[src/lsu_pkg.sv]
package lsu_pkg;

    localparam int XLEN = 32;  // data and address width

    // RV32I major opcodes handled here
    localparam logic [6:0] OPCODE_LOAD  = 7'b0000011;
    localparam logic [6:0] OPCODE_STORE = 7'b0100011;

    // funct3 size codes, shared by loads and stores
    localparam logic [2:0] F3_B  = 3'b000;
    localparam logic [2:0] F3_H  = 3'b001;
    localparam logic [2:0] F3_W  = 3'b010;
    localparam logic [2:0] F3_BU = 3'b100;  // loads only
    localparam logic [2:0] F3_HU = 3'b101;  // loads only

    // memory operation carried down the pipe
    typedef enum logic [3:0] {
        OP_NONE = 4'd0,
        OP_LB   = 4'd1,
        OP_LH   = 4'd2,
        OP_LW   = 4'd3,
        OP_LBU  = 4'd4,
        OP_LHU  = 4'd5,
        OP_SB   = 4'd6,
        OP_SH   = 4'd7,
        OP_SW   = 4'd8
    } mem_op_e;

    function automatic logic op_is_load(input mem_op_e op);
        return (op == OP_LB) || (op == OP_LH) || (op == OP_LW) ||
               (op == OP_LBU) || (op == OP_LHU);
    endfunction

    function automatic logic op_is_store(input mem_op_e op);
        return (op == OP_SB) || (op == OP_SH) || (op == OP_SW);
    endfunction

endpackage

[src/mem_op_decode.sv]
module mem_op_decode (
    input  logic                      clk,
    input  logic                      reset,
    input  logic                      inst_valid,
    input  logic [31:0]               inst,
    input  logic [lsu_pkg::XLEN-1:0]  rs1_val,
    input  logic [lsu_pkg::XLEN-1:0]  rs2_val,
    output lsu_pkg::mem_op_e          dec_op,
    output logic [lsu_pkg::XLEN-1:0]  dec_addr,
    output logic [lsu_pkg::XLEN-1:0]  dec_wdata,
    output logic [4:0]                dec_rd,
    output logic                      dec_fault
);
    import lsu_pkg::*;

    logic [6:0]      opcode;
    logic [2:0]      funct3;
    logic            is_load;
    logic            is_store;
    logic [11:0]     imm;
    logic [XLEN-1:0] eff_addr;
    mem_op_e         op;
    logic            bad_f3;
    logic            misaligned;
    logic            fault;

    assign opcode   = inst[6:0];
    assign funct3   = inst[14:12];
    assign is_load  = (opcode == OPCODE_LOAD);
    assign is_store = (opcode == OPCODE_STORE);

    // S-type splits the immediate around rd
    assign imm      = is_store ? {inst[31:25], inst[11:7]} : inst[31:20];
    assign eff_addr = rs1_val + {{(XLEN-12){imm[11]}}, imm};

    // funct3 to operation
    always_comb begin
        op     = OP_NONE;
        bad_f3 = 1'b0;
        if (is_load) begin
            case (funct3)
                F3_B:    op = OP_LB;
                F3_H:    op = OP_LH;
                F3_W:    op = OP_LW;
                F3_BU:   op = OP_LBU;
                F3_HU:   op = OP_LHU;
                default: bad_f3 = 1'b1;
            endcase
        end else if (is_store) begin
            case (funct3)
                F3_B:    op = OP_SB;
                F3_H:    op = OP_SH;
                F3_W:    op = OP_SW;
                default: bad_f3 = 1'b1;  // no unsigned stores
            endcase
        end
    end

    // natural alignment per access size
    always_comb begin
        case (op)
            OP_LH, OP_LHU, OP_SH: misaligned = eff_addr[0];
            OP_LW, OP_SW:         misaligned = |eff_addr[1:0];
            default:              misaligned = 1'b0;  // bytes never fault
        endcase
    end

    assign fault = bad_f3 | misaligned;

    always_ff @(posedge clk) begin
        if (reset) begin
            dec_op    <= OP_NONE;
            dec_fault <= 1'b0;
        end else begin
            dec_op    <= (inst_valid && !fault) ? op : OP_NONE;  // faults squashed here
            dec_fault <= inst_valid && fault;
        end
    end

    // payload, only meaningful alongside dec_op
    always_ff @(posedge clk) begin
        if (inst_valid) begin
            dec_addr  <= eff_addr;
            dec_wdata <= rs2_val;
            dec_rd    <= is_load ? inst[11:7] : 5'd0;  // stores have no rd
        end
    end

endmodule

[config.mk]
export PLATFORM = sky130hd
export DESIGN_NAME = mem_op_decode
export DESIGN_NICKNAME = d
export VERILOG_FILES = /design/src/lsu_pkg.sv /design/src/mem_op_decode.sv
export SDC_FILE = /design/constraint.sdc
export NUM_CORES = 1
export LEC_CHECK = 0
export ABC_AREA = 1
export CORE_ASPECT_RATIO = 1.75
export CORE_UTILIZATION = 58
export DETAILED_ROUTE_END_ITERATION = 10
export DONT_BUFFER_PORTS = 1
export PLACE_DENSITY = 0.76
export SLEW_MARGIN = 20
export SYNTH_ARGS = -nofsm -noshare
export SYNTH_HDL_FRONTEND = slang
export SYNTH_SLANG_ARGS = --single-unit
[constraint.sdc]
create_clock -name clk -period 2.5 [get_ports clk]
set_input_delay 0.375 -clock clk [delete_from_list [all_inputs] [get_ports clk]]
set_output_delay 0.375 -clock clk [all_outputs]
set_load 0.02 [all_outputs]
==> flow_summary.ini <==
[global_routing]
grt_overflow = 0
grt_pass1_vias = 3603
grt_max_degree = 71
grt.total_usage = 0.262
grt_pass1_wl_um = 16800
grt_antenna_before_repair = 0

[logic_synthesis]
synth_edf_count = 69
synthCells = 537
async_flop_share = 0
synth.distinct_cells = 34
ys_warn_count = 0
avgSynthCellArea_sq_um = 8.60
ys_seq_area_frac = 0.470
syn-cell-area_sq_um = 4620
synth_flop_cell = edfxtp_1
syn_nets = 668
synth_seq_cells = 74

[worst_setup_path]
crit_family = simple AND/OR/NAND/NOR gates
cp.arrival_ps = 2280
cp_cell_sequence = nand2_1 > nor2_2 > nand2_2 > nand2_1 > o21ai_0 > ha_1 > fa_2 > nand2_1 > nand3_1 > nand3_1 > nand2_2 > nand2_2 > nand2_4 > nand2_2 > nand2_2 > nand2_2 > nand2_1 > nand2_1 > nand2_1
critical_path.slowest_cell = fa_2
path_buf_inv = 0
crit_type = input port to register
crit_path_max_incr_delay_ps = 340
cp_max_fo = 7
critPathRequiredTime_ps = 2590
end_kind = register
critPathLaunchType = input port

[power_and_ir_drop]
vdd_ir_drop_max_mv = 0.433
p_total_mw = 3.61
leakage_nw = 2.29
cellPowerDensity_nw_per_um2 = 702

[placed_design]
place_congestion = 0.893
port_buffers = 0
post-dp-hpwl_um = 8790

[floorplanning]
dieArea_sq_um = 8340
die_height_um = 120
ios = 173
die_w_um = 69.5
core-area_sq_um = 7620
initial_core_util = 0.606
rows = 42

[clock_network]
cts_setup_buffers = 0
cts_tree = built
cts_sinks = 74
cts_buffer_depth = 2
cts.reportedPaths.clkPinSlew_ps = 60
ctsRootBufferMaster = clkbuf_16
cts_buffers = 9
htreeDepth = 3
cts_hold_buffers = 0

[timing]
tightest_slew_ps = 409
holdWs_ps = 133
post-route-period-util = 0.877
fmax_mhz = 456
drv_slew = 0
setup_violations = 0
slew_headroom = 0.725
period_minus_slack_ps = 2190
final_hold_viol_count = 0
rsz0062_at_grt = no

[routing]
drt_pre_antenna_iters = 5
wirelength_um = 10600
via_count = 3702
via_per_inst = 5.65
ant_nets = 0
drt-initial-drc-count = 193
wl_per_cell_um = 16.2
drc = 0

[final_layout]
fillers = 642
layout_commonest_cell = nand2_1
post-route-util = 0.675
multi_input_area_sq_um = 2190
final_cell_mix = nand2_1 (133), edfxtp_1 (69), inv_1 (65)
area_delta_synth_final_pct = 11.4
nNetsFinal = 693
seqCellArea_sq_um = 2170
drive_gt1_frac = 0.115
diodes = 0

[run]
maxCapViolCount = 0

[status]
status = completed

[worst_hold_path]
hold_path_class = input port to register
## path summary, 6_finish.rpt
check	start	end	cells after the start
max	inst[1]	dec_addr[28]	19
min	rs2_val[5]	dec_wdata[5]	0
## through the flow
stage,cells,TNS [ps],cell area [sq um],setup WS [ps]
2_1_floorplan,537,0,4620,20.7
3_3_place_gp,639,-131,4840,-47.6
3_5_place_dp,639,-433,4840,-90.0
4_1_cts,655,0,5140,251
5_1_grt,655,0,5140,54.9
6_report,655,0,5140,307
## power breakdown
group          switching, mW  total (mW)  internal, mW  leakage (nW)
registers              0.213        1.74          1.53         0.714
clock network          0.499        1.28         0.778         0.144
logic                  0.369       0.592         0.223          1.44
## per-layer routing
metal / part of all wire / global-route usage / wire length (um)
met5: 0 / 0 / 0
met2: 0.55 / 0.495 / 5880
met1: 0.34 / 0.255 / 3630
met3: 0.069 / 0.0672 / 728
met4: 0.037 / 0.135 / 395
## flip-flops by register name (all words and copies together) (netlist names)
name,flops
dec_addr,32
dec_wdata,32
dec_rd,5
dec_op,4
dec_fault,1
## repair_timing
item                                    4_1_cts  5_1_grt
hold endpoints to repair                      0        0
endpoints found under the setup margin        0        1
gates resized for setup                       0        1
## cells by family (layout without fill, tap and decap cells)
| family | after synthesis | after routing | share of synthesized area |
|---|---|---|---|
| buf+inv | 69 | 99 | 0.0561 |
| fa+ha+maj | 32 | 32 | 0.0883 |
| xor+xnor | 20 | 20 | 0.0379 |
| simple gates | 268 | 268 | 0.261 |
| compound gates | 74 | 74 | 0.0864 |
| flops | 74 | 74 | 0.470 |
## synth_stat cells (2+ instances only)
cell type,n,area share
a21oi_1,37,0.040
o21a_1,2,0.0032
nand2_1,134,0.11
xnor2_1,2,0.0038
o21ai_1,4,0.0043
nand3_2,3,0.0065
nor2_1,53,0.043
xor2_1,18,0.034
nor2_2,6,0.0081
nand2_4,2,0.0049
edfxtp_1,69,0.45
nand2_2,11,0.015
nor3_2,3,0.0065
o21bai_1,3,0.0049
dfxtp_1,5,0.022
o21ai_0,24,0.026
nand4_1,9,0.012
nand3_1,33,0.036
inv_1,65,0.053
ha_1,31,0.084
nor3_1,4,0.0043
nand3b_1,5,0.0081
inv_2,3,0.0024
## final cells by class
cell class                 instances  area share
multi-input combinational        394       0.426
sequential                        74       0.422
inverter                          68      0.0496
clock buffer                       9      0.0438
timing repair buffer              15      0.0219
tap                               88      0.0214
clock inverter                     7      0.0148
No activity file was read; power rests on OpenSTA's default activity.
