`src/lsu_pkg.sv`:
```
package lsu_pkg;

    localparam int XLEN = 32;  // data and address width

    // RV32I major opcodes handled here
    localparam logic [6:0] OPCODE_LOAD  = 7'b0000011;
    localparam logic [6:0] OPCODE_STORE = 7'b0100011;

    // funct3 size codes, shared by loads and stores
    localparam logic [2:0] F3_B  = 3'b000;
    localparam logic [2:0] F3_H  = 3'b001;
    localparam logic [2:0] F3_W  = 3'b010;
    localparam logic [2:0] F3_BU = 3'b100;  // loads only
    localparam logic [2:0] F3_HU = 3'b101;  // loads only

    // memory operation carried down the pipe
    typedef enum logic [3:0] {
        OP_NONE = 4'd0,
        OP_LB   = 4'd1,
        OP_LH   = 4'd2,
        OP_LW   = 4'd3,
        OP_LBU  = 4'd4,
        OP_LHU  = 4'd5,
        OP_SB   = 4'd6,
        OP_SH   = 4'd7,
        OP_SW   = 4'd8
    } mem_op_e;

    function automatic logic op_is_load(input mem_op_e op);
        return (op == OP_LB) || (op == OP_LH) || (op == OP_LW) ||
               (op == OP_LBU) || (op == OP_LHU);
    endfunction

    function automatic logic op_is_store(input mem_op_e op);
        return (op == OP_SB) || (op == OP_SH) || (op == OP_SW);
    endfunction

endpackage

```
`src/load_align.sv`:
```
module load_align (
    input  logic                      clk,
    input  logic                      reset,
    input  lsu_pkg::mem_op_e          mem_op,
    input  logic [lsu_pkg::XLEN-1:0]  mem_word,
    input  logic [1:0]                mem_byte_sel,
    input  logic [4:0]                mem_rd,
    input  logic                      mem_fault,
    output logic                      load_valid,
    output logic [lsu_pkg::XLEN-1:0]  load_data,
    output logic [4:0]                load_rd,
    output logic                      store_done,
    output logic                      access_fault
);
    import lsu_pkg::*;

    logic [7:0]      lane_byte;
    logic [15:0]     lane_half;
    logic [XLEN-1:0] aligned;

    assign lane_byte = mem_word[8*mem_byte_sel +: 8];
    assign lane_half = mem_byte_sel[1] ? mem_word[31:16] : mem_word[15:0];

    // extract and extend
    always_comb begin
        case (mem_op)
            OP_LB:   aligned = {{(XLEN-8){lane_byte[7]}}, lane_byte};
            OP_LBU:  aligned = {{(XLEN-8){1'b0}}, lane_byte};
            OP_LH:   aligned = {{(XLEN-16){lane_half[15]}}, lane_half};
            OP_LHU:  aligned = {{(XLEN-16){1'b0}}, lane_half};
            default: aligned = mem_word;  // LW and everything else
        endcase
    end

    always_ff @(posedge clk) begin
        if (reset) begin
            load_valid   <= 1'b0;
            store_done   <= 1'b0;
            access_fault <= 1'b0;
        end else begin
            load_valid   <= op_is_load(mem_op);
            store_done   <= op_is_store(mem_op);
            access_fault <= mem_fault;
        end
    end

    always_ff @(posedge clk) begin
        if (op_is_load(mem_op)) begin
            load_data <= aligned;
            load_rd   <= mem_rd;
        end
    end

endmodule

```
`config.mk`:
```
export PLATFORM = sky130hd
export DESIGN_NAME = load_align
export DESIGN_NICKNAME = d
export VERILOG_FILES = /design/src/lsu_pkg.sv /design/src/load_align.sv
export SDC_FILE = /design/constraint.sdc
export NUM_CORES = 1
export LEC_CHECK = 0
export BUFFER_PORTS_ARGS = -buffer_cell sky130_fd_sc_hd__clkbuf_2
export CAP_MARGIN = 20
export CORE_ASPECT_RATIO = 0.9
export CORE_MARGIN = 2
export CORE_UTILIZATION = 41
export CTS_BUF_LIST = sky130_fd_sc_hd__clkbuf_8
export DETAILED_ROUTE_END_ITERATION = 8
export HOLD_SLACK_MARGIN = 0.06
export PLACE_DENSITY = 0.68
export SYNTH_ARGS = -nofsm -noshare
export SYNTH_HDL_FRONTEND = slang
export SYNTH_SLANG_ARGS = --single-unit
export TNS_END_PERCENT = 30
```
`constraint.sdc`:
```
create_clock -name clk -period 2.85 [get_ports clk]
set_input_delay 0.285 -clock clk [delete_from_list [all_inputs] [get_ports clk]]
set_output_delay 0.285 -clock clk [all_outputs]
set_load 0.01 [all_outputs]
```
==> impl_metrics.toml, run 1 <==
[pwr]
p_seq_frac = 0.492
switchingPower_mw = 0.3763
swShare = 0.2546
peakVddDrop_uv = 243.5
power_mw = 1.478
p_leak_nw = 1.167
pwr-share-clk = 0.303
intPower_mw = 1.102
combPwrFrac = 0.205
power_density_nw_per_um2 = 532.0

[min_path]
worst_hold_path_type = "in -> reg"
worstHoldEndpoint = "load_rd[0]$_DFFE_PP_"
hp-start = "mem_rd[0]"
min_path_cells = 1

[setup_path]
startpoint_type = "input port"
crit_family = "simple AND/OR/NAND/NOR gates"
crit_slowest_cell = "nand3_1"
critical_path.max_stage_delay_ns = 0.64
crit_path_max_fanout = 20
critPathBufInv = 2
cp.required_ns = 2.90
crit_arrival_ns = 1.85
cp_cell_sequence = "clkbuf_2 > inv_1 > nand3_1 > a21o_1"
endpoint_kind = "flip-flop"
worst-setup-path-type = "in -> reg"

[global_routing]
grt_pass1_vias = 1720
grt_pass1_wl_mm = 8.700
grt_max_degree = 26
grt_use_total = 0.1974
grt_overflow = 0
antenna_found_initial = 0

[synthesis]
ys_seq_elements = 40
synthDistinctLibCells = 25
synthCells = 173
ys_seq_area_frac = 0.5214
synth_nets = 219
mappedNetlistArea_um2 = 2246
yosys_warnings = 0
syn_area_per_cell_um2 = 12.98

[final_layout]
multi_input_area_um2 = 945.9
register_area_um2 = 1171
antenna_cells = 0
nets = 297
final_cell_mix = "clkbuf_2 (85), edfxtp_1 (37), a31oi_1 (33)"
areaGrowthSynthToFinish_pct = 23.73
drive_gt1_frac = 0.4921
fillers = 494
layout_commonest_cell = "clkbuf_2"
final_cell_count_no_fill = 319

[sta]
fin_crit_ns = 1.800
max_freq_mhz = 555.5
setup_viol = 0
worstMarginPinSlew_ns = 0.7993
rsz0062_at_grt = "no"
whs_ns = 0.1625
layout_setup_ws_ns = 1.050
period_share = 0.6316
tns_ns = 0
hold_viol_final = 0
slew_headroom = 0.4649
slew_violations = 0

[cts]
holdBufCountCts = 0
cts_resized = 0
root_buffer = "clkbuf_8"
cts_tree = "done"
cts_setup_buffers = 0
numCtsBuffers = 5
path_clk_slew_ns = 0.08
htreeDepth = 2
clock_sinks = 40
cts.path.max_buffers = 2

[placement]
post-dp-hpwl_mm = 4.125
dp_cells = 311
place_ws_ns = 0.7590
place.port_buffers = 85
place_congestion = 0.8415

[floorplan]
core_um2 = 5255
design.die.area_um2 = 6087
boundaryPins = 86
die_w_um = 82.02
rows = 25
initial_core_util = 0.4274
die-height_um = 74.22

[routing]
num_vias = 1904
drc_errors = 0
avgRoutedWirePerCell_um = 17.81
vias_per_cell = 5.969
drtPass1Iterations = 5
drt_first_iter_violations = 191
ant_nets = 0
finalWirelength_mm = 5.682

[run_status]
status = "complete, no violations"

[flow_run]
drv_cap = 0
synth_stat cells:
master,number,share of area
o21ai_2,1,0.0039
and4bb_1,1,0.0056
nor2b_1,3,0.0084
or3_4,1,0.0050
inv_1,1,0.0017
mux2_2,16,0.080
nand3_1,10,0.022
buf_6,7,0.035
buf_1,1,0.0017
a31oi_1,33,0.092
buf_2,5,0.011
mux4_2,8,0.080
o21ai_1,1,0.0022
dfxtp_1,3,0.027
nor2_1,2,0.0033
a21o_1,16,0.053
and3_1,2,0.0056
nor4b_4,1,0.011
nor4b_1,1,0.0039
xor2_1,1,0.0039
o21ai_0,15,0.033
clkbuf_1,5,0.0084
nand2_1,1,0.0017
a32o_2,1,0.0050
edfxtp_1,37,0.49
registers in the layout, indices dropped and copies added, names as in the netlist:
signal and count:
access_fault 1, load_data 32, load_rd 5, load_valid 1, store_done 1
metal layers:
layer / global-route usage / wire, µm / up-vias
li1: - / - / 862
met1: 0.2714 / 2500 / 914
met2: 0.3107 / 2596 / 119
met3: 0.05340 / 526 / 9
met4: 0.05556 / 58 / 0
met5: 0 / 0 / -
power by group through the flow:
stage          combinational (mW)  clock, mW  sequential (mW)
2_1_floorplan               0.148          0            0.773
3_3_place_gp                0.297          0            0.741
3_5_place_dp                0.301          0            0.741
4_1_cts                     0.303      0.451            0.729
5_1_grt                     0.331      0.476            0.733
6_report                    0.303      0.448            0.728
kinds of logic (layout without fill, tap and decap cells):
family          after synthesis  count (layout)  share of synthesized area
mux                          24              24                     0.1604
buf+inv                      19              98                    0.05794
flops                        40              40                     0.5215
xor+xnor                      1               1                   0.003900
compound gates               67              67                     0.1900
simple gates                 22              22                    0.06629
final cells by class:
cell class / count / share of cell area
tap: 67 / 0.03017
timing repair buffer: 89 / 0.1684
sequential: 40 / 0.4214
clock inverter: 3 / 0.01351
multi-input combinational: 114 / 0.3404
clock buffer: 5 / 0.02476
inverter: 1 / 0.001351
metrics by stage:
stage               utilization  cell area, µm²
finish                   0.5288            2779
floorplan                     -            2246
global placement         0.5086            2673
CTS                      0.5288            2779
global route             0.5288            2779
detailed placement       0.5086            2673
worst max-delay path by stage:
stage / depth (start not counted) / slack, ns / end / from
floorplan: 4 / 0.76 / load_data[0]$_DFFE_PP_ / mem_op[2]
global placement: 4 / 0.84 / load_data[25]$_DFFE_PP_ / mem_op[3]
detailed placement: 4 / 0.76 / load_data[20]$_DFFE_PP_ / mem_op[3]
CTS: 4 / 1.08 / load_data[31]$_DFFE_PP_ / mem_op[3]
global route: 4 / 0.85 / load_data[16]$_DFFE_PP_ / mem_op[3]
finish: 4 / 1.05 / load_data[19]$_DFFE_PP_ / mem_op[3]
No activity file was read; power rests on OpenSTA's default activity.
==> inputs of run 2 (changes only) <==
clock period = 1.8 ns   (was 2.85 ns; I/O delays follow)
==> run 2 against run 1 <==
Effect of this change:
- count of clock-buffer cells in the layout is the same
- routed wire length is 4.1% higher
- via count is 1.2% higher
- critical path depth is 1 higher
- worst hold slack worse by 0.076 ns
- global-route usage increased by 0.32 points
- flip-flop and latch count unchanged
- total power grew 51%
- sequential share of layout area shrank 1.7 points
- first-iteration DRC count down 14%
- setup slack worse by 0.67 ns
- highest routed layer unchanged
==> impl_metrics.toml, run 2 (same netlist as run 1, synthesis figures left out) <==
[run_status]
status = "complete, no violations"

[routing]
num_vias = 1927
avgRoutedWirePerCell_um = 17.55
vias_per_cell = 5.718
drtPass1Iterations = 4
finalWirelength_mm = 5.913
drc_errors = 0
drt_first_iter_violations = 164
ant_nets = 0

[setup_path]
crit_slowest_cell = "and3_1"
endpoint_kind = "flip-flop"
critical_path.max_stage_delay_ns = 0.56
startpoint = "mem_op[2]"
crit_arrival_ns = 1.44
cp_cell_sequence = "clkbuf_2 > or3_4 > buf_4 > and3_1 > a31oi_1"
cp.required_ns = 1.82
crit_end = "load_data[12]$_DFFE_PP_"
startpoint_type = "input port"
worst-setup-path-type = "in -> reg"
crit_path_max_fanout = 16

[final_layout]
top_regs = "load_data (32), load_rd (5)"
regMostFlops = "load_data"
antenna_cells = 0
layout_commonest_cell = "clkbuf_2"
nets = 315
final_cell_area_um2 = 2893
final_cell_mix = "clkbuf_2 (85), edfxtp_1 (37), a31oi_1 (33)"
drive_gt1_frac = 0.5074
largest_register_ffs = 32
areaGrowthSynthToFinish_pct = 28.80

[placement]
post_dp_cell_area_um2 = 2750
place_congestion = 0.9462
place.port_buffers = 85
post-dp-hpwl_mm = 4.173

[sta]
rsz0062_at_grt = "no"
slew_violations = 0
worstMarginPinSlew_ns = 0.8530
fin_crit_ns = 1.422
setup_viol = 0
period_share = 0.7900
hold_viol_final = 0
whs_ns = 0.08689
tns_ns = 0
max_freq_mhz = 703.2
slew_headroom = 0.4313

[cts]
numCtsBuffers = 5
htreeDepth = 2
cts.path.max_buffers = 2
root_buffer = "clkbuf_8"
path_clk_slew_ns = 0.07
cts_tree = "done"
clock_sinks = 40
cts_setup_buffers = 0

[pwr]
p_seq_frac = 0.516
pwr-share-clk = 0.259
switchingPower_mw = 0.6096
peakVddDrop_uv = 374.5
power_density_nw_per_um2 = 772.6
p_leak_nw = 1.238
swShare = 0.2727
combPwrFrac = 0.225
intPower_mw = 1.625

[global_routing]
grt_use_total = 0.2006
grt_overflow = 0
grt_max_degree = 39
antenna_found_initial = 0
grt_pass1_vias = 1824
grt_pass1_wl_mm = 8.880

[floorplan]
core_um2 = 5255
die_w_um = 82.02
boundaryPins = 86
initial_core_util = 0.4274
rows = 25
die-height_um = 74.22
design.die.area_um2 = 6087

[min_path]
hp-start = "mem_fault"
worst_hold_path_type = "in -> reg"

[flow_run]
drv_cap = 0
[run 2: how the worst min path moves through the flow]
stage	depth (start not counted)	to	slack [ns]
floorplan	1	access_fault$_SDFF_PP0_	0.25
global placement	1	load_rd[0]$_DFFE_PP_	0.36
detailed placement	1	load_rd[0]$_DFFE_PP_	0.36
CTS	2	access_fault$_SDFF_PP0_	0.07
global route	2	access_fault$_SDFF_PP0_	0.11
finish	2	access_fault$_SDFF_PP0_	0.09
[run 2: layout make-up]
class,instances,area (µm²)
fillers,488,2362
flip-flops and latches,40,1171
multi-input cells,114,945.9
repair buffers,107,605.6
well taps,67,83.83
clock buffers,5,68.82
clock inverters,3,13.76
inverters,1,3.754
[run 2: metrics by stage]
stage,cells,worst slack (ns),power (mW),util
3_3_place_gp,323,0.08927,1.658,0.5233
6_report,337,0.3779,2.235,0.5505
2_1_floorplan,173,0.1745,1.457,-
3_5_place_dp,323,0.09536,1.663,0.5233
5_1_grt,337,0.3052,2.339,0.5505
4_1_cts,336,0.4115,2.239,0.5486
[run 2: metal layers]
metal  global-route usage  share of wire  wire, µm
met5                    0              0         0
met4              0.06481          0.016        95
met3              0.07039           0.11       633
met2               0.3180           0.45      2685
met1               0.2594           0.42      2498
[run 2: critical path, delay by kind of cell]
family / cells / cell delay (ns)
AO/OA/AOI/OAI: 1 / 0.19
buffers and inverters: 2 / 0.34
AND/OR/NAND/NOR: 2 / 0.72
[run 2: power groups by stage]
stage | Sequential, mW | Combinational, mW | Clock [mW]
floorplan | 1.22 | 0.235 | 0
global placement | 1.17 | 0.483 | 0
detailed placement | 1.17 | 0.489 | 0
CTS | 1.15 | 0.500 | 0.584
global route | 1.16 | 0.550 | 0.626
finish | 1.15 | 0.504 | 0.578
[run 2: repair_timing]
| action | CTS | global route |
|---|---|---|
| hold buffers | 5 | 1 |
| resized for setup | 0 | 0 |
| hold endpoints to repair | 5 | 1 |
